$ cat config.mk
export PLATFORM = sky130hd
export DESIGN_NAME = lane_format
export DESIGN_NICKNAME = d
export VERILOG_FILES = /design/src/hw/dcache_pkg.sv /design/src/hw/lane_format.sv
export SDC_FILE = /design/constraint.sdc
export NUM_CORES = 1
export LEC_CHECK = 0
export BUFFER_PORTS_ARGS = -buffer_cell sky130_fd_sc_hd__buf_4
export CORE_MARGIN = 1
export CORE_UTILIZATION = 34
export DETAILED_ROUTE_END_ITERATION = 7
export GPL_TIMING_DRIVEN = 0
export PLACE_DENSITY = 0.89
export REMOVE_ABC_BUFFERS = 1
export SETUP_SLACK_MARGIN = 0.1
export SKIP_LAST_GASP = 1
export SYNTH_ARGS = -nofsm -noshare
export SYNTH_HDL_FRONTEND = slang
export SYNTH_SLANG_ARGS = --single-unit
export TNS_END_PERCENT = 100
$ cat constraint.sdc
create_clock -name vclk -period 1.5
set_input_delay 0.075 -clock vclk [all_inputs]
set_output_delay 0.075 -clock vclk [all_outputs]
set_load 0.1 [all_outputs]
$ cat src/hw/dcache_pkg.sv
// --------------------
// Cache geometry, opcodes and bus types for the data cache stage
// Only the low cacheable_bits of an address are cached, so higher bits alias
// --------------------
package dcache_pkg;

   // -------------------- Geometry
   localparam int word_index_bits = 2;
   localparam int line_index_bits = 4;
   localparam int way_bits        = 2;
   localparam int cacheable_bits  = 16;
   localparam int tag_bits        = cacheable_bits - line_index_bits - word_index_bits - 2;
   // One slot stays empty so full and empty differ
   localparam int sb_depth_bits   = 2;

   localparam int num_ways    = 1 << way_bits;
   localparam int num_lines   = 1 << line_index_bits;
   localparam int sb_entries  = 1 << sb_depth_bits;
   localparam int data_words  = 1 << (way_bits + line_index_bits + word_index_bits);

   typedef logic [tag_bits-1:0]        tag_t;
   typedef logic [way_bits-1:0]        way_t;
   typedef logic [line_index_bits-1:0] index_t;
   typedef logic [word_index_bits-1:0] word_t;

   typedef enum logic [3:0] {
      op_none, op_lb, op_lbu, op_lh, op_lhu, op_lw, op_sb, op_sh, op_sw
   } mem_op_e;

   // -------------------- Address fields
   // Cached part of a byte address, high bit first
   typedef struct packed {
      tag_t       tag;
      index_t     index;
      word_t      word;
      logic [1:0] byte_sel;
   } cache_addr_t;

   // Word address inside the data RAM
   typedef struct packed {
      way_t   way;
      index_t index;
      word_t  word;
   } data_addr_t;

   // -------------------- Stage and bus records
   typedef struct packed {
      logic        valid;
      mem_op_e     op;
      logic [31:0] addr;
      logic [31:0] store_data;
      logic [31:0] alu_res;
      logic [5:0]  wbr;
      logic [31:0] pc;
   } stage_req_t;

   typedef struct packed {
      logic        valid;
      logic [5:0]  wbr;
      logic [31:0] res;
   } stage_res_t;

   typedef struct packed {
      logic        read;
      logic        write;
      logic [31:0] addr;
      logic [31:0] wdata;
      logic [3:0]  be;
   } mem_req_t;

   typedef struct packed {
      logic        hold;
      logic [31:0] rdata;
   } mem_res_t;

   function automatic logic is_load(mem_op_e op);
      return op inside {op_lb, op_lbu, op_lh, op_lhu, op_lw};
   endfunction

   function automatic logic is_store(mem_op_e op);
      return op inside {op_sb, op_sh, op_sw};
   endfunction

endpackage

$ cat src/hw/lane_format.sv
// --------------------
// Big-endian lane steering, no alignment check on halves or words
// --------------------
module lane_format
   import dcache_pkg::*;
(
   input  mem_op_e     op,
   input  logic [1:0]  st_addr_low,
   input  logic [31:0] st_data,
   output logic [31:0] st_wdata,
   output logic [3:0]  st_be,
   input  mem_op_e     ld_op,
   input  logic [1:0]  ld_addr_low,
   input  logic [31:0] ld_word,
   output logic [31:0] ld_res
);

   logic [15:0] ld_half;
   logic [7:0]  ld_byte;

   // -------------------- Store side
   // Replicate so every enabled lane sees the right bits
   always_comb begin
      case (op)
         op_sb: begin
            st_wdata = {4{st_data[7:0]}};
            st_be    = 4'b1000 >> st_addr_low;
         end
         op_sh: begin
            st_wdata = {2{st_data[15:0]}};
            st_be    = st_addr_low[1] ? 4'b0011 : 4'b1100;
         end
         op_sw: begin
            st_wdata = st_data;
            st_be    = 4'b1111;
         end
         default: begin
            st_wdata = st_data;
            st_be    = 4'b0000;
         end
      endcase
   end

   // -------------------- Load side
   // Address 0 is the high half and high byte
   assign ld_half = ld_addr_low[1] ? ld_word[15:0] : ld_word[31:16];
   assign ld_byte = ld_addr_low[0] ? ld_half[7:0] : ld_half[15:8];

   always_comb begin
      case (ld_op)
         op_lb:   ld_res = {{24{ld_byte[7]}}, ld_byte};
         op_lbu:  ld_res = {24'b0, ld_byte};
         op_lh:   ld_res = {{16{ld_half[15]}}, ld_half};
         op_lhu:  ld_res = {16'b0, ld_half};
         default: ld_res = ld_word;
      endcase
   end

endmodule

# Word level (Yosys, flattened, before mapping)
# Index checks and enable logic that the tools add are counted.
# totals
register_bits	0
latchBits	0
ram_bits	0
romBits	0
inputBits	76
output_inout_bits	68
mem_count	0
# classes
addsub	0
multipliers	0
div_mod_pow	0
magnitude_cmp	0
eq_ne	7
shift	1
muxes	6
bitwise	0
reduce_logical	0
# op_table
operator	n
32-bit case mux with 4 select lines	1
32-bit case mux with 2 select lines	1
16-bit two-way mux	1
4-bit by 3-bit equality test with 1-bit output (second input constant)	3
4-bit case mux with 3 select lines	1
4-bit by 2-bit equality test with 1-bit output (second input constant)	2
8-bit two-way mux	1
4-bit by 1-bit equality test with 1-bit output (second input constant)	1
4-bit equality test (second input constant)	1
4-bit two-way mux	1
4-bit by 2-bit right shift with 4-bit output (first input constant)	1

# Depth between registers and ports, before layout
# depth
depth_word	3
ltp_mapped	7
depth_no_buf	3

# Worst setup path before layout
# OpenSTA, ideal clock, no wires.
# synth_path
kind	input-to-output
from	input port op[3]
to	output port st_be[3]
arrival_ns	2.901
required_time_ns	1.425
path_slack_ns	-1.476
stages	4
path_buffers	2
cell_sequence	nand3b_1 clkbuf_1 clkbuf_1 o31ai_1
# synth_via
elab_chain_len	2
# synth_lines
element	line	rtl
start: declaration	lane_format.sv:7	input mem_op_e op,
4-bit equality test or 4-bit by 3-bit equality test with 1-bit output (tied branches)	lane_format.sv:24	case (op)
4-bit case mux with 3 select lines *	lane_format.sv:24	
end: declaration	lane_format.sv:11	output logic [3:0] st_be,
# Mark *: on every way between the ends. The rest lies on a longest branch, timed or not.

# Worst setup path in the final report
# layout_path
from	input port ld_addr_low[1]
to	output port ld_res[14]
# layout_via
elab_chain_len	3
# layout_lines
element	line	rtl
start: declaration	lane_format.sv:13	input logic [1:0] ld_addr_low,
16-bit two-way mux *	lane_format.sv:46	assign ld_half = ld_addr_low[1] ? ld_word[15:0] : ld_word[31:16];
8-bit two-way mux	lane_format.sv:47	assign ld_byte = ld_addr_low[0] ? ld_half[7:0] : ld_half[15:8];
32-bit case mux with 4 select lines *	lane_format.sv:50	case (ld_op)
end: declaration	lane_format.sv:15	output logic [31:0] ld_res
# Marks and branches as above.

==> impl_results.md <==
* Status: finished with violations
* Failing checks: setup timing
* Slew Viols, Final at 0
* Area of the multi-input gates at 1630 sq um
* First-pass GRT wire length at 9630 um
* Vias post-DR at around 2700
* Top-count cell post-synth: mux2_2
* PortBufs at around 140
* Period Utilization, post-route at 1.10
* I/O pin total at 144
* RSZ-0062 raised after global routing: yes
* Post-cts hold buffer count at 0
* CP Launch Type: input pin
* Initial Util at 0.367
* Routed Antenna Nets at 0
* Placed Area at 2380 sq um
* Standard-cell rows at 22
* Fin cells at 378
* CP Launch Point: ld_addr_low[1]
* Gpl congestion at 0.799
* Vias per cell at 7.11
* Die Y-Extent at ~66 um
* Worst hold path type: input pin to primary output
* Hold Path Depth at 2
* Core area at 3800 sq um
* Yosys warns at 0
* First-pass iteration count of the detailed router at 6
* Synth top area share at 0.258
* Hpwl dp at 4280 um
* Tmin final at between 1500 and 2000 ps
* Synth Cell Area at about 1400 sq um
* Largest net degree at the start of global routing at 27
* CP arrival at ~1600 ps
* Pre-CTS setup slack at -977 ps
* Seq_cells at 0
* Final TNS setup at -2820 ps
* Final-layout clock buffer total at 0
* Met2 Track Usage GR at 0.515
* Rel. slew slack at 0.591
* Slew @ Worst Pin at between 600 and 700 ps
* 1st-iter DRT viols at ~360
* Most frequent cells after synthesis: mux2_2 (32), a31oi_1 (24), o21ai_0 (19)
* Final Setup Violations at 32
* Setup CP Type: input pin to primary output
* DRC at 0
* Layout fillers at 180
* Synth Instances at 182
* Largest area contributor in the netlist: mux2_2
* Post-route cell area at 3320 sq um
* Sequential cell area fraction in the yosys report at 0
* Setup ws final at -157 ps
* Maximum fanout along the worst path at 11
* Vias in the first global route at 2022
* Synthesized area per cell at 7.67 sq um
* Synth-to-layout area growth at 138%
* Nets at 407
* GR Overflow Total at 0
* Routed WL per cell at 26.1 um
* Unique masters post-synth at 32
* Hold Vio Cnt, Final at 0
* Critical Path End: ld_res[14]
* Required time of the worst setup path at between 1000 and 1500 ps
* Layout cells sized above 1 at 0.766
* Total Routing Usage GR at 0.276
* Met1 Use GR at 0.324
* Die area at 4360 sq um
* Placed cells at roughly 350
* Initial antenna violation count at 1
* Crit end category: primary output
* Register area at 0 sq um
* Met3 Use GR at 0.0293
* Busiest grt layer: met2
* Routed WL at a little under 10000 um
* Max Freq at 0.604 GHz
* Max Cap Viol at 0
* Die W at 66.1 um
* Synth area leaders: mux2_2 (26%), a31oi_1 (11%), o2bb2ai_1 (10%)
-- through the flow --
stage          utilization  hold WS (ps)
2_1_floorplan            -           150
3_3_place_gp         0.626           494
3_5_place_dp         0.627           495
4_1_cts              0.720           495
5_1_grt              0.874           503
6_report             0.874           495
-- cell type report --
type | count | area share
inverters | 1 | 0.00226
repair inverters | 1 | 0.00226
well taps | 48 | 0.0181
diodes | 1 | 0.000754
repair buffers | 172 | 0.485
multi-input cells | 155 | 0.492
-- timing repair --
action	in CTS	in global routing
gates cloned	3	2
endpoints found under the setup margin	60	40
gates resized for setup	48	90
pin swaps	3	15
buffers inserted	12	15
endpoints found under the hold margin	0	0
-- worst min path at each step --
stage	start	end	slack (ps)
6_report	st_data[7]	st_wdata[7]	500
5_1_grt	st_data[3]	st_wdata[3]	500
4_1_cts	st_data[7]	st_wdata[7]	500
3_5_place_dp	st_data[7]	st_wdata[7]	500
3_3_place_gp	st_data[7]	st_wdata[7]	490
2_1_floorplan	st_data[0]	st_wdata[0]	150
-- layer usage --
layer | vias to the layer above | routed length, um
li1 | 1037 | -
met1 | 1239 | 3330
met2 | 318 | 4530
met3 | 92 | 1310
met4 | 0 | 706
met5 | - | 0
-- worst max-delay path, stage by stage --
cell	delay, ps
buf_12	80
buf_4	210
buf_4	210
mux2_2	410
o21ai_0	230
a31oi_4	160
buf_12	190
-- layout by cell type, fill, tap and decap left out, types with 2 or more instances in the layout --
cell        synthesis  routed
a31oi_1            24       5
a31oi_2             8      13
a31oi_4             0      14
and3_4              0       2
buf_12              0      17
buf_4               8     125
buf_6               1      29
clkinvlp_4          0       2
mux2_2             32      32
mux2i_1             8       8
nand2_1             8       8
nand3_1             9       8
nand3b_1            1       2
nor2_1              3       2
o2111ai_1           7       5
o2111ai_2           0       2
o21ai_0            19      18
o21ai_4             0       2
o2bb2ai_1          16      16
o31ai_1             2       2
or3b_4              0       2
-- cell families (layout without fill, tap and decap cells) --
kind of cell | count (synthesis) | after routing | synth area share
buf+inv | 30 | 174 | 0.115
fa+ha+maj | 1 | 1 | 0.00718
xor+xnor | 1 | 1 | 0.00628
other cells | 0 | 1 | 0
mux | 42 | 42 | 0.342
compound gates | 77 | 78 | 0.406
simple gates | 31 | 33 | 0.124
