File: config.mk
export PLATFORM = sky130hd
export DESIGN_NAME = mem_arbiter
export DESIGN_NICKNAME = d
export VERILOG_FILES = /design/src/hw/dcache_pkg.sv /design/src/hw/mem_arbiter.sv
export SDC_FILE = /design/constraint.sdc
export NUM_CORES = 1
export LEC_CHECK = 0
export ABC_CLOCK_PERIOD_IN_PS = 3200
export BUFFER_PORTS_ARGS = -buffer_cell sky130_fd_sc_hd__buf_2
export CAP_MARGIN = 20
export CORE_AREA = 3 3 107 109
export CTS_CLUSTER_SIZE = 20
export DETAILED_ROUTE_END_ITERATION = 10
export DIE_AREA = 0 0 110 112
export PLACE_DENSITY = 0.74
export SYNTH_ARGS = -nofsm -noshare
export SYNTH_HDL_FRONTEND = slang
export SYNTH_SLANG_ARGS = --single-unit
File: constraint.sdc
create_clock -name clock -period 3.2 [get_ports clock]
set_input_delay 0.16 -clock clock [delete_from_list [all_inputs] [get_ports clock]]
set_output_delay 0.16 -clock clock [all_outputs]
set_load 0.05 [all_outputs]
File: src/hw/dcache_pkg.sv
// --------------------
// Cache geometry, opcodes and bus types for the data cache stage
// Only the low cacheable_bits of an address are cached, so higher bits alias
// --------------------
package dcache_pkg;

   // -------------------- Geometry
   localparam int word_index_bits = 2;
   localparam int line_index_bits = 4;
   localparam int way_bits        = 2;
   localparam int cacheable_bits  = 16;
   localparam int tag_bits        = cacheable_bits - line_index_bits - word_index_bits - 2;
   // One slot stays empty so full and empty differ
   localparam int sb_depth_bits   = 2;

   localparam int num_ways    = 1 << way_bits;
   localparam int num_lines   = 1 << line_index_bits;
   localparam int sb_entries  = 1 << sb_depth_bits;
   localparam int data_words  = 1 << (way_bits + line_index_bits + word_index_bits);

   typedef logic [tag_bits-1:0]        tag_t;
   typedef logic [way_bits-1:0]        way_t;
   typedef logic [line_index_bits-1:0] index_t;
   typedef logic [word_index_bits-1:0] word_t;

   typedef enum logic [3:0] {
      op_none, op_lb, op_lbu, op_lh, op_lhu, op_lw, op_sb, op_sh, op_sw
   } mem_op_e;

   // -------------------- Address fields
   // Cached part of a byte address, high bit first
   typedef struct packed {
      tag_t       tag;
      index_t     index;
      word_t      word;
      logic [1:0] byte_sel;
   } cache_addr_t;

   // Word address inside the data RAM
   typedef struct packed {
      way_t   way;
      index_t index;
      word_t  word;
   } data_addr_t;

   // -------------------- Stage and bus records
   typedef struct packed {
      logic        valid;
      mem_op_e     op;
      logic [31:0] addr;
      logic [31:0] store_data;
      logic [31:0] alu_res;
      logic [5:0]  wbr;
      logic [31:0] pc;
   } stage_req_t;

   typedef struct packed {
      logic        valid;
      logic [5:0]  wbr;
      logic [31:0] res;
   } stage_res_t;

   typedef struct packed {
      logic        read;
      logic        write;
      logic [31:0] addr;
      logic [31:0] wdata;
      logic [3:0]  be;
   } mem_req_t;

   typedef struct packed {
      logic        hold;
      logic [31:0] rdata;
   } mem_res_t;

   function automatic logic is_load(mem_op_e op);
      return op inside {op_lb, op_lbu, op_lh, op_lhu, op_lw};
   endfunction

   function automatic logic is_store(mem_op_e op);
      return op inside {op_sb, op_sh, op_sw};
   endfunction

endpackage

File: src/hw/mem_arbiter.sv
// --------------------
// Main memory bus mux, stores first, registered request
// --------------------
module mem_arbiter
   import dcache_pkg::*;
(
   input  logic        clock,
   input  logic        rst,
   input  mem_req_t    sb_req,
   input  mem_req_t    fill_req,
   output mem_req_t    mem_req,
   input  mem_res_t    mem_res,
   output logic        sb_accepted,
   output logic        fill_accepted,
   output logic [31:0] fill_data,
   output logic        fill_data_valid
);

   logic     sb_sel;
   mem_req_t sel;
   logic     rd_taken;

   assign sb_sel = sb_req.write;
   assign sel    = sb_sel ? sb_req : fill_req;

   // A source advances once its request is loaded into the bus register
   assign sb_accepted   = sb_sel & ~mem_res.hold;
   assign fill_accepted = ~sb_sel & fill_req.read & ~mem_res.hold;

   always_ff @(posedge clock) begin
      if (rst) begin
         mem_req.read  <= 1'b0;
         mem_req.write <= 1'b0;
         rd_taken      <= 1'b0;
      end else begin
         // Read data shows up the cycle after the read is taken
         rd_taken <= mem_req.read & ~mem_res.hold;
         if (!mem_res.hold)
            mem_req <= sel;
      end
   end

   assign fill_data       = mem_res.rdata;
   assign fill_data_valid = rd_taken;

endmodule

After elaboration in Yosys (flattened, before gate mapping)
Cells that the tools add are included.

Mux-type cells: 1. Bitwise gates (word level): 7. Reductions and logical operators: 1.

Operators with widths (number): $mux 70 (1); $and 1x1->1 (4); $not 1->1 (3); $reduce_and 2->1 (1).

Flip-flop bits (word level): 71. Output and inout port bits: 105. Word-level logic and storage cells: 15.

Logic depth before layout (Yosys ltp)
Depth in word-level cells: 3. Gate-level depth with buffers: 4. Mapped depth without buffers: 2.

Least setup slack after synthesis
No wires, ideal clock.

Path type: input port to flip-flop. Start: in rst. End: reg mem_req[0] in the netlist's numbering (enable). Arrival time: 3.027 ns. Data required time: 2.704 ns. Path slack: -0.323 ns. Stages on the path: 1. Cells stage by stage: nor2_1.

Cells in the longest elaborated chain, start to end: 2.

Ends and longest elaborated chain: start, declared (line mem_arbiter.sv:8) `input logic rst,`; $not 1->1 (no source line); $reduce_and 2->1 (no source line); end signal, assigned (line mem_arbiter.sv:39) `mem_req <= sel;`; end, declared (line mem_arbiter.sv:11) `output mem_req_t mem_req,`.

No other way between the ends. A chain may end at the register's enable or synchronous reset.

==> metrics.csv <==
stage;metric;value;unit
yosys;Syn Area/Cell;18.9;um2
global_routing;global-route wire length before repair;12200;um
critical_path;CP arrival;1440;ps
floorplanning;Die W;110;um
timing;Final TNS setup;0;ps
yosys;synth top area cells;edfxtp_1, mux2_4, buf_4, buf_12, dfxtp_1;
floorplanning;chip height;112;um
critical_path;FF-to-FF setup slack;2500;ps
place;GPL Wtd Cong;0.747;
timing;period utilisation layout;42.3;%
clock_network;clk slew on worst S/H paths;80;ps
critical_path;Crit Reg-Reg Endpoint;mem_req[69];
yosys;XOR/XNOR Fraction of Synth Area;0;%
timing;Worst Max-Slew Pin Slew;647;ps
clock_network;cts hold-fix bufs;0;
critical_path;Critical Path RT;3290;ps
global_routing;vias in the first global route;2435;
clock_network;Post-CTS Setup Bufs;0;
global_routing;Top Usage Layer GRT;met2;
drt;Post-DRT Antenna Nets;0;
place;port buffer count;215;
cells_and_area;commonest non-fill, non-tap cell in the layout;buf_2;
drt;Via Count;2251;
critical_path;critical path fanouts, max;40;
critical_path;crit path kind;input port to flip-flop;
critical_path;Worst Reg2Reg Path Length in Cells;2;
cells_and_area;# nets final;553;
yosys;main combinational cell family by area after synthesis;multiplexers;
yosys;syn_nets;365;
clock_network;CTS Sinks;71;
timing;final setup margin;1850;ps
critical_path;max incr delay on CP;460;ps
critical_path;Critical Path Sink Type;flip-flop;
cells_and_area;register area;0.00210;mm2
global_routing;Total GRT Usage;13.3;%
drt;DR vias/cell;4.31;
yosys;cell taking the most area after synthesis;edfxtp_1;
cells_and_area;final std cells w/o fill;522;
cells_and_area;synthesis-to-layout area growth;32.0;%
yosys;yosys warns;0;
place;HPWL Detailed;6840;um
yosys;sequential share of the synthesized area;58.6;%
floorplanning;total die area;0.0123;mm2
cells_and_area;cell area after layout;0.00474;mm2
yosys;share of the synthesized area in the top cell type;56.9;%
yosys;Synth Cell Area;0.00359;mm2
critical_path;crit path cell chain;buf_4 -> buf_12 -> mux2_2;
global_routing;Global Route met1 Usage;13.1;%
floorplanning;Initial Util;33.5;%
flow_run;max cap viols;0;
critical_path;Startpoint Class;input port;
yosys;Synth Area in Adders;0;%
cells_and_area;ANT cells;0;
cells_and_area;area of the multi-input gates;0.00110;mm2
timing;Slew headroom;56.8;%
power_and_ir_drop;Tot Pwr;2530;uW
floorplanning;Placeable Area;0.0107;mm2
yosys;mux share of post-synthesis cell area;28.6;%
drt;TritonRoute pass-1 iters;4;
global_routing;grt ovf;0;
drt;Detailed Route Iter0 Violations;108;
timing;final slew viol count;0;
cells_and_area;# fillers;971;
timing;Tmin final;1350;ps
timing;final hold vios;0;
clock_network;CTS Root Cell;clkbuf_8;
floorplanning;I/O pin total;280;
global_routing;initial antenna violation count;1;
global_routing;M3 GR Usage;4.00;%
global_routing;largest net degree at the start of global routing;49;
clock_network;CTS tree;done;
drt;WL final;8690;um
power_and_ir_drop;PwrDens;534;mW/mm2
clock_network;total CTS buffers;9;
timing;# setup viols final;0;
power_and_ir_drop;maximum VDD drop;0.248;mV
clock_network;H-tree depth;3;
drt;wire length per cell;16.6;um
cells_and_area;most frequent cells in the layout;buf_2, edfxtp_1, mux2_4, clkbuf_8;
critical_path;worst path bufs/invs;2;
clock_network;CTS resizes;0;
timing;RSZ-0062 raised after global routing;no;
outcome;status;complete, no violations;
timing;f_max;739;MHz
yosys;#FFs+latches synth;71;
critical_path;end of the critical path;mem_req[67];
critical_path;Worst path depth;3;
power_and_ir_drop;Leak;0.00223;uW
worst_hold_path;Min-Delay Path Class;input port to flip-flop;
critical_path;Crit. Startpoint;sb_req[68];
yosys;Post-Synth Simple-Gate Area;1.57;%
critical_path;slowest CP cell;buf_4;
timing;Clock Skews;0.0948;ps
yosys;Cells after Synth;190;
cells_and_area;share of cells above drive strength 1;79.3;%
place;Setup WS pre-CTS;1490;ps
clock_network;clock latency on the worst-skew pair;340;ps
yosys;post-synthesis cell type count;16;
clock_network;CTS Buffer Depth;2;
global_routing;GRT met2 Usage;23.7;%
yosys;Compound-Gate Fraction of Synth Area;0.349;%
place;placed insts;507;
place;Placed Area;0.00450;mm2
drt;DRC Markers;0;
floorplanning;# rows;38;
critical_path;worst r2r src;mem_req[69];
critical_path;cell family with most CP delay;buffers and inverters;
[layout make-up]
type / count / share of cell area [%]
Clock buffer: 9 / 2.61
Clock inverter: 6 / 2.32
Inverter: 1 / 0.0792
Tap cell: 140 / 3.70
Sequential cell: 71 / 44.4
Timing Repair Buffer: 217 / 23.6
Multi-Input combinational cell: 78 / 23.3
[metal layers]
| metal | up-vias | part of all wire, % |
|---|---|---|
| met5 | - | 0.081 |
| met4 | 2 | 3.9 |
| met2 | 127 | 52 |
| li1 | 1051 | - |
| met1 | 1036 | 33 |
| met3 | 35 | 11 |
[per-stage QoR]
stage | hold WS, ps | util [%]
2_1_floorplan | 225 | -
3_3_place_gp | 320 | 42.1
3_5_place_dp | 320 | 42.1
4_1_cts | 36.5 | 44.3
5_1_grt | 39.3 | 44.3
6_report | 55.9 | 44.3
[cell families after synthesis]
logic type / Yosys count
AND/OR/NAND/NOR: 8
buffers and inverters: 41
AO/OA/AOI/OAI: 1
flip-flops: 71
multiplexers: 69
[cell usage after synthesis]
cell and number:
nor3_2 2, mux2i_1 1, mux2_2 1, mux2_4 67, nor2_1 1, nor3b_1 1, edfxtp_1 68, buf_6 1
buf_4 32, and2_1 1, inv_1 1, buf_12 6, nor2b_1 3, buf_8 1, a211oi_2 1, dfxtp_1 3
[worst min-delay path by stage]
stage / from / endpoint / slack [ps] / depth (start not counted)
finish: rst / mem_req[69] / 60 / 2
global placement: mem_res[21] / fill_data[21] / 320 / 0
floorplan: rst / mem_req[69] / 220 / 1
CTS: rst / mem_req[69] / 40 / 2
detailed placement: mem_res[21] / fill_data[21] / 320 / 0
global route: rst / mem_req[69] / 40 / 2
[power by group]
| group | total, uW | internal (uW) | switching [uW] |
|---|---|---|---|
| clock network | 850 | 512 | 338 |
| logic | 564 | 213 | 351 |
| registers | 1120 | 1100 | 17.1 |
[registers in the layout, indices dropped and copies added (netlist names)]
register,flops
fill_data_valid,1
mem_req,70
No activity file was read; power rests on OpenSTA's default activity.
