## src/hw/dcache_pkg.sv

```systemverilog
// --------------------
// Cache geometry, opcodes and bus types for the data cache stage
// Only the low cacheable_bits of an address are cached, so higher bits alias
// --------------------
package dcache_pkg;

   // -------------------- Geometry
   localparam int word_index_bits = 2;
   localparam int line_index_bits = 4;
   localparam int way_bits        = 2;
   localparam int cacheable_bits  = 16;
   localparam int tag_bits        = cacheable_bits - line_index_bits - word_index_bits - 2;
   // One slot stays empty so full and empty differ
   localparam int sb_depth_bits   = 2;

   localparam int num_ways    = 1 << way_bits;
   localparam int num_lines   = 1 << line_index_bits;
   localparam int sb_entries  = 1 << sb_depth_bits;
   localparam int data_words  = 1 << (way_bits + line_index_bits + word_index_bits);

   typedef logic [tag_bits-1:0]        tag_t;
   typedef logic [way_bits-1:0]        way_t;
   typedef logic [line_index_bits-1:0] index_t;
   typedef logic [word_index_bits-1:0] word_t;

   typedef enum logic [3:0] {
      op_none, op_lb, op_lbu, op_lh, op_lhu, op_lw, op_sb, op_sh, op_sw
   } mem_op_e;

   // -------------------- Address fields
   // Cached part of a byte address, high bit first
   typedef struct packed {
      tag_t       tag;
      index_t     index;
      word_t      word;
      logic [1:0] byte_sel;
   } cache_addr_t;

   // Word address inside the data RAM
   typedef struct packed {
      way_t   way;
      index_t index;
      word_t  word;
   } data_addr_t;

   // -------------------- Stage and bus records
   typedef struct packed {
      logic        valid;
      mem_op_e     op;
      logic [31:0] addr;
      logic [31:0] store_data;
      logic [31:0] alu_res;
      logic [5:0]  wbr;
      logic [31:0] pc;
   } stage_req_t;

   typedef struct packed {
      logic        valid;
      logic [5:0]  wbr;
      logic [31:0] res;
   } stage_res_t;

   typedef struct packed {
      logic        read;
      logic        write;
      logic [31:0] addr;
      logic [31:0] wdata;
      logic [3:0]  be;
   } mem_req_t;

   typedef struct packed {
      logic        hold;
      logic [31:0] rdata;
   } mem_res_t;

   function automatic logic is_load(mem_op_e op);
      return op inside {op_lb, op_lbu, op_lh, op_lhu, op_lw};
   endfunction

   function automatic logic is_store(mem_op_e op);
      return op inside {op_sb, op_sh, op_sw};
   endfunction

endpackage

```

## src/hw/store_buffer.sv

```systemverilog
// --------------------
// Write-through store queue, holds sb_entries - 1 stores
// A push while full is dropped and the caller restarts the store
// --------------------
module store_buffer
   import dcache_pkg::*;
(
   input  logic        clock,
   input  logic        rst,
   input  logic        push,
   input  logic [31:0] push_addr,
   input  logic [31:0] push_data,
   input  logic [3:0]  push_be,
   output logic        full,
   output mem_req_t    bus_req,
   input  logic        accepted
);

   mem_req_t                 entry [sb_entries];
   logic [sb_depth_bits-1:0] wp, rp, wp_next, rp_next;
   logic                     empty;

   assign wp_next = wp + sb_depth_bits'(1);
   assign rp_next = rp + sb_depth_bits'(1);
   assign empty   = wp == rp;
   assign full    = wp_next == rp;

   // Pointers
   always_ff @(posedge clock) begin
      if (rst) begin
         wp <= '0;
         rp <= '0;
      end else begin
         if (push && !full)
            wp <= wp_next;
         if (accepted && !empty)
            rp <= rp_next;
      end
   end

   // Entry storage
   always_ff @(posedge clock) begin
      if (push && !full) begin
         entry[wp].read  <= 1'b0;
         entry[wp].write <= 1'b1;
         entry[wp].addr  <= push_addr;
         entry[wp].wdata <= push_data;
         entry[wp].be    <= push_be;
      end
   end

   // Oldest entry is offered until the arbiter takes it
   always_comb begin
      bus_req       = entry[rp];
      bus_req.read  = 1'b0;
      bus_req.write = !empty;
   end

endmodule

```

## config.mk

```make
export PLATFORM = sky130hd
export DESIGN_NAME = store_buffer
export DESIGN_NICKNAME = d
export VERILOG_FILES = /design/src/hw/dcache_pkg.sv /design/src/hw/store_buffer.sv
export SDC_FILE = /design/constraint.sdc
export NUM_CORES = 1
export LEC_CHECK = 0
export BUFFER_PORTS_ARGS = -buffer_cell sky130_fd_sc_hd__buf_2
export CAP_MARGIN = 25
export CORE_UTILIZATION = 59
export CTS_CLUSTER_DIAMETER = 80
export CTS_CLUSTER_SIZE = 8
export DETAILED_ROUTE_END_ITERATION = 12
export PLACE_DENSITY = 0.86
export SLEW_MARGIN = 20
export SYNTH_ARGS = -nofsm -noshare
export SYNTH_HDL_FRONTEND = slang
export SYNTH_SLANG_ARGS = --single-unit
```

## constraint.sdc

```tcl
create_clock -name clock -period 8.7 [get_ports clock]
set_input_delay 1.305 -clock clock [delete_from_list [all_inputs] [get_ports clock]]
set_output_delay 1.305 -clock clock [all_outputs]
set_load 0.02 [all_outputs]
```

Word level (Yosys, flattened, before mapping)
Memory sizes are Yosys's and may differ from the RTL's. A register that Yosys moved wholly into a read port is not among the register bits.
Index checks and enable logic that the tools add are counted.
{"block": "totals", "wordCells": 15, "out_inout_bits": 71, "mem_bits_rw": 272, "ff_bits": 4, "mem_count": 1}
{"name": "entry", "words": 4, "word_bits": 68, "read_ports": 1, "rd_clocked_by_memory_dff": 1, "wr": 1, "line": "store_buffer.sv:19", "rtl": "mem_req_t entry [sb_entries];"}
{"block": "classes", "n_addsub": 2, "n_eq_ne": 2, "mux": 4, "n_reduce_logical": 4}
{"op": "adder 2 x 1 -> 2 bit (second input constant)", "n": 2}
{"op": "== test 2 bit", "n": 2}
{"op": "2-to-1 mux 2 bit", "n": 2}
{"op": "logical AND 1 bit", "n": 2}
{"op": "logical NOT 1 bit", "n": 2}
{"op": "2-to-1 mux 1 bit", "n": 2}

Depth between registers and ports, before layout
{"block": "logic_depth", "depth_word": 6, "ltp_mapped": 5, "mapped_depth_nobuf": 5}

Worst setup path after synthesis
OpenSTA, ideal clock, no wires.
{"block": "synth_path", "path_type": "input -> register", "start": "input port push", "end": "memory entry[1][0] in the netlist's numbering, enable pin", "setup_time_ps": 433, "required_ps": 8267, "arrival_ps": 3048, "cell_stages": 2, "path_buffers": 0, "setup_slack_ps": 5219, "path_cell_list": "o21a_1 -> and2_1"}
{"block": "synth_between", "elab_chain_cells": 3}
{"element": "start, declared", "line": "store_buffer.sv:10", "rtl": "input logic push,"}
{"element": "logical AND 1 bit", "line": "store_buffer.sv:43", "rtl": "if (push && !full) begin"}
{"element": "2-to-1 mux 1 bit"}
{"element": "2-to-1 mux 1 bit (not written as such)", "line": "store_buffer.sv:48", "rtl": "entry[wp].be <= push_be;"}
{"element": "end, declared", "line": "store_buffer.sv:19"}
Every way passes these cells.

==> flow_summary.toml <==
[run_status]
outcome = "finished, final reports clean"

[sta]
period_needed_ns = 4.12
rsz0062_at_grt = "no"
hold_slack_ns = 0.597
timing.fmax_mhz = 243
skew_ns = 0.0127
relSlewSlack_pct = 31.1
hold_viol_final = 0
final-max-slew-violation-count = 0
setup_violations = 0
worst_pin_slew_ns = 1.03
fin_tns_setup_ns = 0
post-route-period-util_pct = 47.4

[die]
initial_utilization_pct = 60.9
rows = 47
die-height_um = 133
dieArea_um2 = 17800
io_pins = 143
core_um2 = 16700
die_w_um = 133

[worst_setup_path]
worstSetupEndpointType = "output pin"
worstPathRequired_ns = 7.39
reg2reg_slack_ns = 5.87
cpMaxStageDelayCell = "dfxtp_4"
cp_slowest_stage_delay_ns = 0.84
crit_type = "reg -> out"
cp_max_fo = 39
worstPathCellList = "buf_4 -> mux4_2 -> buf_2"
critPathArrivalTime_ns = 2.82
cp-start-kind = "register"

[global_route]
grt_pass1_wl_mm = 28.4
grt_max_degree = 69
track_usage_pct = 21.7
first_global_vias = 5110
antenna_found_initial = 0
overflow = 0

[finish]
final_cells = 802
layout_common_cells = "272 x edfxtp_1, 141 x buf_2, 68 x mux4_2, 41 x clkbuf_16, 12 x clkbuf_1"
finalNetCount = 645
multiInputGateArea_um2 = 1770
layout.area.seq_um2 = 8300
syn_to_final_growth_pct = 19.9
nFillCells = 970
mostFrequentLayoutCell = "edfxtp_1"
drive_above_1_share_pct = 44.8

[logic_synthesis]
synthAdderAreaFrac_pct = 0.492
synth_top_family_by_area = "multiplexers"
yosys.area_share.simple_pct = 0.861
synth_seq_cells = 278
avgSynthCellArea_um2 = 25.4
ys.warnings.count = 0
synth_sequential_area_ratio_pct = 81.4
synthesis.area_um2 = 10200
synth.mux.area_fraction_pct = 15.0
syn_inst = 400
synth_cell_types = 27
synth-xor-area-share_pct = 0.258
synth_compound_area_share_pct = 0.578
syn_nets = 476

[place]
dp_hpwl_mm = 9.87
place.gp.congestion = 0.730
placedCellCount = 745
numPortBuffers = 141

[route]
via_per_inst = 5.87
vias = 4709
dr.pass1.iters = 5
drc = 0
wl_per_cell_um = 22.9
drt-initial-drc-count = 340
antenna_left = 0
wirelength_mm = 18.4

[clocking]
clock_tree.root_cell = "clkbuf_16"
htree_levels = 2
clk_pin_slew_ns = 0.05
cts_resized = 0
cts_buffers = 40
cts_tree = "built"
cts_hold_buffers = 0
cts_num_sinks = 278
clockBufferDepth = 3
cts_setup_buffers = 0
insertion_delay_ns = 0.50

[worst_hold_path]
hp-class = "reg -> reg"

[power_and_ir_drop]
ir_drop_uv = 272
cellLeakagePower_uw = 0.00410
power_uw = 4360
powerDensity_nw_per_um2 = 357

[job]
maxCapViolations = 0
kinds of logic after synthesis:
family	Yosys count
AOI/OAI and AO/OA	9
buffers and inverters	21
other	1
xor gates and xnor gates	3
and+or+nand+nor	16
muxes	68
DFF	278
adders and majority gates	4
worst max-delay path, delay by kind of cell, from the launching register on:
family,cells,cell delay (ns)
mux,1,0.63
flops,1,0.84
buf+inv,2,0.83
registers in the layout, indices dropped and copies added (netlist names), named ones only:
register  cells
rp            2
wp            2
entry       272
per-stage QoR:
| step | utilization, % | worst slack (ns) | cell area (um2) |
|---|---|---|---|
| after global routing | 73.0 | 4.34 | 12200 |
| after CTS | 72.8 | 4.44 | 12200 |
| after global placement | 66.3 | 5.00 | 11100 |
| final | 73.1 | 4.58 | 12200 |
| after detailed placement | 66.3 | 5.01 | 11100 |
| after floorplan | - | 5.22 | 10200 |
report_power, final:
group          internal (uW)  switching, uW  total, uW
clock                    849            492       1340
combinational            441            646       1090
sequential              1800            130       1930
final timing paths:
| kind | start | to | cells past startpoint |
|---|---|---|---|
| hold reg to reg | rp[1]$_SDFFE_PP0P_ | register | 2 |
| setup / recovery | register | bus_req[37] | 3 |
| hold / removal | rp[1]$_SDFFE_PP0P_ | register | 2 |
| setup reg to reg | wp[0]$_SDFFE_PP0P_ | entry[3][50]$_DFFE_PP_ | 5 |
layer usage:
| metal | global-route usage (%) | vias up | share of wire (%) |
|---|---|---|---|
| li1 | - | 2048 | - |
| met5 | 0 | - | 0 |
| met2 | 37.3 | 171 | 53 |
| met1 | 27.9 | 2463 | 40 |
| met4 | 7.01 | 0 | 1.5 |
| met3 | 4.57 | 27 | 5.6 |
synthesized netlist by cell type:
library cell  instances  area [um2]
o21a_1                1        7.51
o21ai_0               1        5.00
or3b_1                1        8.76
nand3_1               2        10.0
buf_8                 2        30.0
o211ai_1              1        7.51
dfxtp_1               6         120
buf_2                 8        40.0
clkbuf_1              4        15.0
nor2_1                1        3.75
a21oi_1               1        5.00
mux4_2               68        1530
a211o_1               1        8.76
ha_1                  4        50.1
buf_4                 1        7.51
and2_1                4        25.0
buf_6                 2        22.5
xor2_1                1        8.76
nand2b_1              1        6.26
xnor2_1               2        17.5
a31oi_1               4        25.0
conb_1                1        3.75
edfxtp_1            272        8170
nand2_1               4        15.0
nor2b_1               1        6.26
or3_1                 2        12.5
inv_1                 4        15.0
final cells by class:
type	count	share of cell area, %
Antenna cell	1	0.0205
Multi-Input combinational cell	101	14.5
Tap cell	220	2.26
Clock buffer	54	8.89
Timing Repair Buffer	144	6.23
Inverter	4	0.123
Sequential cell	278	68.0
Power figures use the tool's default switching activity.
