File: config.mk
export PLATFORM = sky130hd
export DESIGN_NAME = line_fill
export DESIGN_NICKNAME = d
export VERILOG_FILES = /design/src/hw/dcache_pkg.sv /design/src/hw/line_fill.sv
export SDC_FILE = /design/constraint.sdc
export NUM_CORES = 1
export LEC_CHECK = 0
export BUFFER_PORTS_ARGS = -buffer_cell sky130_fd_sc_hd__buf_4
export CAP_MARGIN = 20
export CORE_MARGIN = 4
export CORE_UTILIZATION = 30
export CTS_BUF_LIST = sky130_fd_sc_hd__clkbuf_8
export DETAILED_ROUTE_END_ITERATION = 10
export PLACE_DENSITY_LB_ADDON = 0.3
export SETUP_SLACK_MARGIN = 0.3
export SLEW_MARGIN = 25
export SYNTH_ARGS = -nofsm -noshare
export SYNTH_HDL_FRONTEND = slang
export SYNTH_SLANG_ARGS = --single-unit
File: constraint.sdc
create_clock -name clock -period 2.14 [get_ports clock]
set_clock_uncertainty 0.2 [all_clocks]
set_input_delay 0.428 -clock clock [delete_from_list [all_inputs] [get_ports clock]]
set_output_delay 0.428 -clock clock [all_outputs]
set_load 0.01 [all_outputs]
File: src/hw/dcache_pkg.sv
// --------------------
// Cache geometry, opcodes and bus types for the data cache stage
// Only the low cacheable_bits of an address are cached, so higher bits alias
// --------------------
package dcache_pkg;

   // -------------------- Geometry
   localparam int word_index_bits = 2;
   localparam int line_index_bits = 4;
   localparam int way_bits        = 2;
   localparam int cacheable_bits  = 16;
   localparam int tag_bits        = cacheable_bits - line_index_bits - word_index_bits - 2;
   // One slot stays empty so full and empty differ
   localparam int sb_depth_bits   = 2;

   localparam int num_ways    = 1 << way_bits;
   localparam int num_lines   = 1 << line_index_bits;
   localparam int sb_entries  = 1 << sb_depth_bits;
   localparam int data_words  = 1 << (way_bits + line_index_bits + word_index_bits);

   typedef logic [tag_bits-1:0]        tag_t;
   typedef logic [way_bits-1:0]        way_t;
   typedef logic [line_index_bits-1:0] index_t;
   typedef logic [word_index_bits-1:0] word_t;

   typedef enum logic [3:0] {
      op_none, op_lb, op_lbu, op_lh, op_lhu, op_lw, op_sb, op_sh, op_sw
   } mem_op_e;

   // -------------------- Address fields
   // Cached part of a byte address, high bit first
   typedef struct packed {
      tag_t       tag;
      index_t     index;
      word_t      word;
      logic [1:0] byte_sel;
   } cache_addr_t;

   // Word address inside the data RAM
   typedef struct packed {
      way_t   way;
      index_t index;
      word_t  word;
   } data_addr_t;

   // -------------------- Stage and bus records
   typedef struct packed {
      logic        valid;
      mem_op_e     op;
      logic [31:0] addr;
      logic [31:0] store_data;
      logic [31:0] alu_res;
      logic [5:0]  wbr;
      logic [31:0] pc;
   } stage_req_t;

   typedef struct packed {
      logic        valid;
      logic [5:0]  wbr;
      logic [31:0] res;
   } stage_res_t;

   typedef struct packed {
      logic        read;
      logic        write;
      logic [31:0] addr;
      logic [31:0] wdata;
      logic [3:0]  be;
   } mem_req_t;

   typedef struct packed {
      logic        hold;
      logic [31:0] rdata;
   } mem_res_t;

   function automatic logic is_load(mem_op_e op);
      return op inside {op_lb, op_lbu, op_lh, op_lhu, op_lw};
   endfunction

   function automatic logic is_store(mem_op_e op);
      return op inside {op_sb, op_sh, op_sw};
   endfunction

endpackage

File: src/hw/line_fill.sv
// --------------------
// Line fetch on load miss, one line in flight, round-robin victim
// --------------------
module line_fill
   import dcache_pkg::*;
(
   input  logic        clock,
   input  logic        rst,
   input  logic        miss,
   input  index_t      miss_index,
   input  tag_t        miss_tag,
   output mem_req_t    bus_req,
   input  logic        accepted,
   input  logic [31:0] fill_data,
   input  logic        fill_data_valid,
   output logic [31:0] fill_wdata,
   output data_addr_t  fill_addr,
   output logic        fill_we,
   output logic        tag_we,
   output way_t        fill_way,
   output logic        busy
);

   // Issue sends the reads, drain waits for the last words
   typedef enum logic [1:0] {fill_idle, fill_issue, fill_drain} fill_state_e;

   fill_state_e state;
   way_t        victim;
   index_t      index_q;
   tag_t        tag_q;
   word_t       issue_wi, recv_wi;

   always_ff @(posedge clock) begin
      if (rst) begin
         state    <= fill_idle;
         victim   <= '0;
         issue_wi <= '0;
         recv_wi  <= '0;
      end else begin
         case (state)
            fill_idle:
               if (miss) begin
                  state    <= fill_issue;
                  victim   <= victim + 1'b1;
                  issue_wi <= '0;
                  recv_wi  <= '0;
               end
            fill_issue:
               if (accepted) begin
                  issue_wi <= issue_wi + 1'b1;
                  if (&issue_wi)
                     state <= fill_drain;
               end
            default: ;
         endcase
         // Words return in issue order
         if (fill_we) begin
            recv_wi <= recv_wi + 1'b1;
            if (&recv_wi)
               state <= fill_idle;
         end
      end
      if (state == fill_idle && miss) begin
         index_q <= miss_index;
         tag_q   <= miss_tag;
      end
   end

   // Address stays valid after the last read so the tag can be taken from it
   always_comb begin
      bus_req       = '0;
      bus_req.read  = state == fill_issue;
      bus_req.addr  = {{(32 - cacheable_bits){1'b0}}, tag_q, index_q, issue_wi, 2'b00};
      bus_req.be    = 4'hf;
   end

   assign busy       = state != fill_idle;
   assign fill_we    = busy & fill_data_valid;
   assign tag_we     = fill_we & (&recv_wi);
   assign fill_wdata = fill_data;
   assign fill_addr  = {victim, index_q, recv_wi};
   assign fill_way   = victim;

endmodule

# == Word level (Yosys, flattened, before mapping) ==
# Index checks and enable logic that the tools add are counted.
# word_totals
reg_bits,20
input_bits,49
output_inout_bits,115
elab_cells,36
# classes
addsub,3
n_eq_ne,3
mux,11
n_bitwise,2
reduce_logical,11
# ops
op,n
2-bit two-way mux,9
2-bit one-hot mux with 2 select lines,2
2-bit AND reduction,4
2-bit nonzero test,4
2-bit by 1-bit adder with 2-bit output (second input constant),3
3-bit AND reduction,1
1-bit AND,2
2-bit by 1-bit == test with 1-bit output (second input constant),1
2-bit logical NOT,1
2-bit by 1-bit inequality test with 1-bit output (second input constant),1
2-bit inequality test (second input constant),1
1-bit logical AND,1

# == Longest topological paths before layout ==
# Gate-level depths: netlist of run 1.
# depth
word_depth,6
mapped_depth,4
depth_no_buf,4

# == Worst setup path before layout of run 1 ==
# Ideal clock, no wire load.
# synth_path
kind,input -> register
start,input port miss
end,register index_q[0] (enable)
setup_time_ps,344
arrival_ps,1167
required_time_ps,1596
slack_ps,429
stages,3
path_buffers,1
path_cell_list,or3b_1 buf_6 inv_1
# synth_between
elab_chain_cells,1
# synth_rtl
item,line,text
from (decl),line_fill.sv:9,"input logic miss,"
1-bit logical AND,line_fill.sv:63,if (state == fill_idle && miss) begin
to (signal assigned),line_fill.sv:64,index_q <= miss_index;
to (decl),line_fill.sv:29,index_t index_q;
# No other way between the ends.
# A chain may end at the register's enable or synchronous reset.

# == Worst setup path after layout of run 1 ==
# layout_path
start,register state[0]
end,output port tag_we
# layout_between
elab_chain_cells,3
# layout_rtl
item,line,text
from (decl),line_fill.sv:27,fill_state_e state;
from (signal assigned),line_fill.sv:35,state <= fill_idle;
from (signal assigned),line_fill.sv:43,state <= fill_issue;
from (signal assigned),line_fill.sv:52,state <= fill_drain;
2-bit nonzero test,line_fill.sv:77,assign busy = state != fill_idle;
1-bit AND,line_fill.sv:78,assign fill_we = busy & fill_data_valid;
1-bit AND,line_fill.sv:79,assign tag_we = fill_we & (&recv_wi);
to (decl),line_fill.sv:19,"output logic tag_we,"
# No other way between the ends.

==> flow_summary.json, run 1 <==
{
  "path_clk_slew_ns": 0.07,
  "antenna_left": 0,
  "first_pass_iters": 4,
  "cts_buffers": 3,
  "multi_input_area_sq_um": 398,
  "cts_root_buf": "clkbuf_8",
  "ys_seq_elements": 20,
  "die_h_microns": 77.3,
  "detail_route.vias_per_cell": 3.66,
  "power_density_nw_per_um2": 619,
  "gp_congestion": 0.624,
  "holdWs_ns": 0.149,
  "synthToLayoutAreaGrowth_pct": -3.91,
  "fmax_ghz": 0.571,
  "routed_wl_microns": 2380,
  "critical_path_class": "reg2out",
  "clock_latency_ns": 0.25,
  "arrival_ns": 1.12,
  "fin_tns_setup_ns": 0,
  "antenna_found_initial": 0,
  "drive_gt1_share_pct": 34.2,
  "io_buffers": 44,
  "grtUsageTotal_pct": 7.11,
  "ioPinCount": 164,
  "netlist_area_sq_um": 1440,
  "clock_path_buffers": 2,
  "post_drt_wl_per_cell_microns": 11.3,
  "syn_avg_cell_area_sq_um": 9.55,
  "core_area_sq_um": 4500,
  "status": "finished, final reports clean",
  "netlist_instances": 151,
  "numClockSinks": 20,
  "fin_crit_sh_pct": 81.8,
  "grt_max_degree": 13,
  "die-area_sq_um": 5980,
  "route.met2.wl_microns": 998,
  "yosysSeqAreaShare_pct": 36.1,
  "end_kind": "primary output",
  "peakVddDrop_v": 0.000233,
  "fillers": 481,
  "p_leak_nw": 0.684,
  "remaining_drc_errors": 0,
  "worst_setup_path_start_kind": "flop",
  "final_nets": 210,
  "synth_cell_types": 23,
  "cap_violations": 0,
  "cts_tree": "yes",
  "drtIter0Drc": 34,
  "synth_warnings": 0,
  "met3_length_microns": 389,
  "cp_max_fo": 7,
  "grt_pass1_wl_microns": 3310,
  "hold_path.class": "in2reg",
  "rsz0062_at_grt": "false",
  "highest_layer": "met4",
  "min_period_ns": 1.75,
  "hold_violations": 0,
  "num_vias": 769,
  "wl_met1_microns": 937,
  "dp_hpwl_microns": 1980,
  "grt-ovfl-total": 0,
  "start_util_pct": 32.0,
  "h-tree-depth": 1,
  "maxSlewViolCount": 0,
  "crit_required_ns": 1.51,
  "setup_viol": 0,
  "seqCellArea_sq_um": 528,
  "fp.dieW_microns": 77.3,
  "grt_pass1_vias": 655,
  "diodes": 0,
  "num_rows": 24
}
## worst max-delay path, cell delays in order, from the launching register on
cell and delay, ns:
dfxtp_4 0.37, or2_4 0.24, nor2b_1 0.13, buf_4 0.14
## sequential cells by signal, indices dropped and copies added (netlist names)
name	count
tag_q	8
recv_wi	2
state	2
index_q	4
issue_wi	2
fill_way	2
## repair_timing
action / in CTS / in global routing
pin swaps: 0 / 0
endpoints found under the setup margin: 1 / 1
hold buffers: 0 / 0
gates resized for setup: 1 / 6
buffers inserted: 0 / 0
## power breakdown
group	switching [mW]	total, mW	internal [mW]
clock	0.114	0.241	0.127
sequential	0.0133	0.447	0.433
combinational	0.0999	0.170	0.0697
## cells by family (layout without fill, tap and decap cells)
group                    Yosys count  after routing  synth area share, %
AO/OA/AOI/OAI                     11             11                 4.25
XOR/XNOR                           1              1                0.608
adder cells (fa/ha/maj)            2              2                 1.74
buffers and inverters             98             52                 50.3
flip-flops                        20             20                 36.1
other                              2             55                0.521
AND/OR/NAND/NOR                   17             17                 6.51
## cells in the final DEF (no fill, tap or decap), drive strengths merged, types with 2 or more instances in the layout
cell	count
a21oi	6
buf	45
clkbuf	3
conb	55
dfxtp	8
edfxtp	12
ha	2
inv	3
nand2	3
nand3	5
nor2b	2
o21ai	2
or2	2
## cell usage after synthesis
cell type | count | area, sq um
o21ai_0 | 2 | 10.0
nor2b_1 | 2 | 12.5
or2_2 | 2 | 12.5
clkbuf_1 | 1 | 3.75
o211ai_1 | 1 | 7.51
or3b_1 | 1 | 8.76
buf_4 | 93 | 698
nand3b_1 | 1 | 7.51
xnor2_1 | 1 | 8.76
nand2_1 | 3 | 11.3
nand3_1 | 5 | 25.0
conb_1 | 2 | 7.51
nor2_1 | 1 | 3.75
or3_1 | 1 | 6.26
a31oi_1 | 1 | 6.26
nand2b_1 | 1 | 6.26
buf_6 | 1 | 11.3
inv_1 | 3 | 11.3
dfxtp_1 | 8 | 160
edfxtp_1 | 12 | 360
ha_1 | 2 | 25.0
a21oi_1 | 6 | 30.0
a211oi_1 | 1 | 7.51
## per-layer routing
layer  vias to the layer above  global-route usage (%)
met5                         -                       0
met4                         0                    4.27
met3                        10                    3.98
met2                        74                    10.0
met1                       334                    8.37
li1                        351                       -
## metrics by stage
step	power [mW]	instance area, sq um	instances	setup slack [ns]	utilization (%)
global route	0.908	1390	210	0.313	30.8
finish	0.857	1390	210	0.389	30.8
floorplan	0.691	1640	204	0.429	-
detailed placement	0.623	1330	206	0.351	29.5
global placement	0.622	1330	206	0.366	29.5
CTS	0.867	1380	210	0.298	30.5
## worst paths after layout
check,from,endpoint,slack [ns],cells after the start
worst max-delay path,state[0]$_SDFF_PP0_,tag_we,0.39,3
worst min-delay path,miss_index[3],index_q[3]$_DFFE_PP_,0.15,1
worst max register to register,state[0]$_SDFF_PP0_,fill_way[1]$_SDFFE_PP0P_,0.49,4
worst min register to register,recv_wi[1]$_SDFFE_PP0P_,recv_wi[1]$_SDFFE_PP0P_,0.29,2
## area by class of cell
cell class	count	area share, %
Sequential cell	20	38.1
Multi-Input combinational cell	86	28.7
Timing Repair Buffer	45	24.4
Tap cell	52	4.70
Clock buffer	3	2.98
Inverter	3	0.813
Clock inverter	1	0.271
Note: power is estimated with default switching activity, not from simulation.
==> run 2: changes to the inputs <==
- clock period: 2.14 -> 1.65 ns (I/O delays scaled with it)
==> run 2 against run 1 <==
Combinational power increased by 65%; hold slack got worse by 0.094 ns; via count increased by 4.7%; highest routed layer unchanged; clock power increased by 29%; cell count increased by 4.3%; total power increased by 37%; routed wire length increased by 8.5%; critical path depth unchanged; global-route usage increased by 0.52 points; die area unchanged; utilization increased by 4.7 points; critical path type unchanged.
==> flow_summary.json, run 2 (synthesized netlist as in run 1, its figures left out) <==
{
  "grt_max_degree": 12,
  "remaining_drc_errors": 0,
  "setup_viol": 0,
  "grt-ovfl-total": 0,
  "cap_violations": 0,
  "top_regs": "tag_q: 8 flops, index_q: 4 flops",
  "ff2ff_path_depth": 4,
  "cp_max_fo": 4,
  "ioPinCount": 164,
  "finalPower_mw": 1.17,
  "swShare_pct": 26.9,
  "fin_crit_sh_pct": 97.9,
  "num_vias": 805,
  "fp.dieW_microns": 77.3,
  "grtUsageTotal_pct": 7.63,
  "fin_util_pct": 35.4,
  "dp_hpwl_microns": 2050,
  "p_int_mw": 0.857,
  "final_cell_mix": "55 x conb_1, 37 x buf_4, 16 x buf_6",
  "first_pass_iters": 2,
  "cts_buffers": 3,
  "placed_cells": 209,
  "setup_ws_ns": 0.0346,
  "routed_wl_microns": 2580,
  "seq_power_share_pct": 49.6,
  "grt_pass1_vias": 692,
  "combinationalPowerShare_pct": 23.9,
  "final_nets": 219,
  "num_rows": 24,
  "worstPathCellList": "or2_4, buf_4, buf_6",
  "post_drt_wl_per_cell_microns": 11.8,
  "place_area_sq_um": 1360,
  "h-tree-depth": 1,
  "drtIter0Drc": 16,
  "cts_root_buf": "clkbuf_8",
  "status": "finished, final reports clean",
  "cts_tree": "yes",
  "fmax_ghz": 0.619,
  "clock_path_buffers": 2,
  "core_area_sq_um": 4500,
  "r2r-start": "state[0]$_SDFF_PP0_",
  "crit_required_ns": 1.12,
  "diodes": 0,
  "gp_congestion": 0.686,
  "crit_end": "busy",
  "pre_cts_ws_ns": 0.0322,
  "arrival_ns": 1.09,
  "regMostFlops": "tag_q",
  "synthToLayoutAreaGrowth_pct": 10.8,
  "slowest_stage": "dfxtp_4",
  "die_h_microns": 77.3,
  "antenna_left": 0,
  "holdWs_ns": 0.0552,
  "numClockSinks": 20,
  "worst_setup_path_start_kind": "flop",
  "layoutNonFillerInstCount": 219,
  "r2r_slack_ns": 0.05,
  "antenna_found_initial": 0,
  "power_density_nw_per_um2": 734,
  "p_clk_share_pct": 26.5,
  "setup.worst_path.start": "state[1]$_SDFF_PP0_",
  "slowest_delay_ns": 0.35,
  "seqCellArea_sq_um": 532,
  "cp.buffers_inverters": 2,
  "r2r_end": "fill_way[1]$_SDFFE_PP0P_",
  "fin_tns_setup_ns": 0,
  "grt_pass1_wl_microns": 3610,
  "start_util_pct": 32.0,
  "crit_family": "flip-flops",
  "end_kind": "primary output",
  "multi_input_area_sq_um": 474,
  "maxSlewViolCount": 0,
  "final_common_cell": "conb_1",
  "clock_latency_ns": 0.25,
  "largest_reg_flops": 8,
  "final_area_sq_um": 1600,
  "die-area_sq_um": 5980,
  "hold_path.class": "in2reg",
  "drive_gt1_share_pct": 48.5,
  "p_sw_mw": 0.315,
  "detail_route.vias_per_cell": 3.68,
  "crit_cells": 3,
  "hold_violations": 0,
  "fillers": 467,
  "rsz0062_at_grt": "true",
  "cts_hold_buf": 0,
  "io_buffers": 44,
  "path_clk_slew_ns": 0.07,
  "p_leak_nw": 0.748,
  "min_period_ns": 1.62,
  "critical_path_class": "reg2out",
  "peakVddDrop_v": 0.000323
}
==> run 2: cell count changes in the layout (fill, tap and decap cells not counted), sizes merged <==
| cell | previous run | this run |
|---|---|---|
| buf | 45 | 53 |
| clkinvlp | 0 | 2 |
| inv | 3 | 2 |
==> run 2: final cells by class <==
cell class	instances	area share [%]
sequential	20	33.3
clock inverter	1	0.235
tap	52	4.08
multi-input combinational	86	29.7
timing repair inverter	1	0.470
inverter	3	0.940
clock buffer	3	2.59
timing repair buffer	53	28.7
==> run 2: worst min path at each step <==
stage | startpoint | to | slack, ns | cells after the start
3_3_place_gp | recv_wi[1]$_SDFFE_PP0P_ | recv_wi[1]$_SDFFE_PP0P_ | 0.30 | 2
4_1_cts | miss_tag[2] | tag_q[2]$_DFFE_PP_ | 0.05 | 1
3_5_place_dp | recv_wi[1]$_SDFFE_PP0P_ | recv_wi[1]$_SDFFE_PP0P_ | 0.29 | 2
6_report | miss_tag[2] | tag_q[2]$_DFFE_PP_ | 0.06 | 1
5_1_grt | miss_tag[4] | tag_q[4]$_DFFE_PP_ | 0.04 | 1
2_1_floorplan | fill_data_valid | state[1]$_SDFF_PP0_ | 0.22 | 1
==> run 2: power by group through the flow <==
stage / clock (mW) / sequential (mW) / combinational (mW)
2_1_floorplan: 0 / 0.600 / 0.298
3_3_place_gp: 0 / 0.591 / 0.225
3_5_place_dp: 0 / 0.591 / 0.228
4_1_cts: 0.327 / 0.577 / 0.264
5_1_grt: 0.353 / 0.585 / 0.304
6_report: 0.310 / 0.581 / 0.280
==> run 2: layer usage <==
metal  track usage, %  part of all wire [%]  wire (microns)  up-vias
li1                 -                     -               -      370
met1             9.76                    41            1050      364
met2             11.3                    44            1140       65
met3             3.51                    13             343        6
met4             2.67                   1.7              44        0
met5                0                     0               0        -
==> run 2: timing repair <==
| action | 4_1_cts | 5_1_grt |
|---|---|---|
| setup buffers | 4 | 1 |
| pin swaps | 3 | 4 |
| endpoints found under the setup margin | 25 | 36 |
| hold endpoints to repair | 0 | 0 |
| gates cloned | 1 | 0 |
| gates resized for setup | 22 | 20 |
==> run 3: changes to the inputs <==
- CORE_UTILIZATION: 30 -> 38
- PLACE_DENSITY: not set -> 0.91
- PLACE_DENSITY_LB_ADDON: 0.3 -> not set
- clock period: 1.65 -> 2.03 ns (I/O delays scaled with it)
==> run 3 against run 2 <==
Critical path depth up 2; hold slack better by 0.075 ns; global-route usage up 0.51 points; critical endpoint is now fill_way[1]$_SDFFE_PP0P_; largest power group unchanged.
==> flow_summary.json, run 3 (synthesized netlist as in run 1, its figures left out) <==
{
  "final_common_cell": "conb_1",
  "fp.dieW_microns": 69.6,
  "synthToLayoutAreaGrowth_pct": 1.65,
  "antenna_left": 0,
  "multi_input_area_sq_um": 407,
  "place_area_sq_um": 1330,
  "core_area_sq_um": 3660,
  "diodes": 0,
  "fin_crit_sh_pct": 85.2,
  "gp_congestion": 0.689,
  "largest_reg_flops": 8,
  "grt_pass1_wl_microns": 3170,
  "grt_pass1_vias": 665,
  "detail_route.vias_per_cell": 3.74,
  "grt_max_degree": 13,
  "cts_root_buf": "clkbuf_8",
  "remaining_drc_errors": 0,
  "worstPathCellList": "buf_6, or3b_4, buf_6, or3_1, a21oi_2",
  "cp.buffers_inverters": 2,
  "maxSlewViolCount": 0,
  "grtUsageTotal_pct": 8.14,
  "status": "finished, final reports clean",
  "fin_tns_setup_ns": 0,
  "hold_path.class": "in2reg",
  "worst_setup_path_start_kind": "flop",
  "clock_latency_ns": 0.25,
  "setup_viol": 0,
  "final_cell_mix": "55 x conb_1, 50 x buf_4, 12 x edfxtp_1",
  "fillers": 386,
  "critical_path_class": "reg2reg",
  "cts_buffers": 3,
  "crit_family": "simple AND/OR/NAND/NOR gates",
  "first_pass_iters": 4,
  "die-area_sq_um": 4840,
  "final_area_sq_um": 1470,
  "seqCellArea_sq_um": 531,
  "num_vias": 797,
  "top_regs": "tag_q: 8 flops, index_q: 4 flops",
  "hold_violations": 0,
  "cpMostUsedCell": "buf_6",
  "routed_wl_microns": 2430,
  "post_drt_wl_per_cell_microns": 11.4,
  "slowest_delay_ns": 0.39,
  "fin_util_pct": 40.0,
  "holdWs_ns": 0.130,
  "cap_violations": 0,
  "path_clk_slew_ns": 0.07,
  "numClockSinks": 20,
  "clock_path_buffers": 2,
  "peakVddDrop_v": 0.000210,
  "die_h_microns": 69.6,
  "fmax_ghz": 0.578,
  "drtIter0Drc": 12,
  "rsz0062_at_grt": "true",
  "placed_cells": 202,
  "slowest_stage": "or3b_4",
  "io_buffers": 44,
  "end_kind": "flop",
  "grt-ovfl-total": 0,
  "drive_gt1_share_pct": 40.0,
  "final_nets": 217,
  "h-tree-depth": 1,
  "crit_required_ns": 2.02,
  "num_rows": 22,
  "p_leak_nw": 0.717,
  "regMostFlops": "tag_q",
  "layoutNonFillerInstCount": 213,
  "cts_tree": "yes",
  "dp_hpwl_microns": 1960,
  "cp_max_fo": 5,
  "arrival_ns": 1.72,
  "cts_hold_buf": 0,
  "min_period_ns": 1.73,
  "antenna_found_initial": 0,
  "power_density_nw_per_um2": 655,
  "ioPinCount": 164,
  "start_util_pct": 39.4
}
[run 3: final cells by class]
type,count,share of cell area [%]
inverter,3,1.02
timing repair buffer,52,27.2
tap,48,4.10
clock buffer,4,3.76
multi-input combinational,86,27.8
sequential,20,36.2
[run 3: worst reg2reg max path, cell delays in order, from the launching register on]
cell and delay, ns:
dfxtp_4 0.36, buf_6 0.11, or3b_4 0.39, buf_6 0.14, or3_1 0.35, a21oi_2 0.12
[run 3: where the power goes]
part	switching (mW)	internal, mW
combinational	0.112	0.0900
clock	0.118	0.172
sequential	0.0125	0.456
[run 3: repair_timing]
action / in CTS / in global routing
setup buffers: 2 / 5
pin swaps: 0 / 3
resized for setup: 6 / 8
setup endpoints to repair: 2 / 15
[run 3: stage by stage]
step	power, mW	setup slack, ns
after floorplan	0.728	0.341
after global placement	0.652	0.306
after detailed placement	0.655	0.290
after CTS	0.956	0.263
after global routing	1.01	0.221
final	0.960	0.301
[run 3: worst paths after layout]
kind	depth (start not counted)	to	startpoint	slack, ns
worst max-delay path	5	fill_way[1]$_SDFFE_PP0P_	state[0]$_SDFF_PP0_	0.30
worst min-delay path	1	index_q[2]$_DFFE_PP_	miss_index[2]	0.13
worst max register to register	5	fill_way[1]$_SDFFE_PP0P_	state[0]$_SDFF_PP0_	0.30
worst min register to register	2	recv_wi[1]$_SDFFE_PP0P_	recv_wi[1]$_SDFFE_PP0P_	0.29
[run 3: layer usage]
metal	track usage [%]	routed length (microns)
met2	12.3	1080
met3	4.64	407
met4	5.21	82
met1	8.66	861
met5	0	0
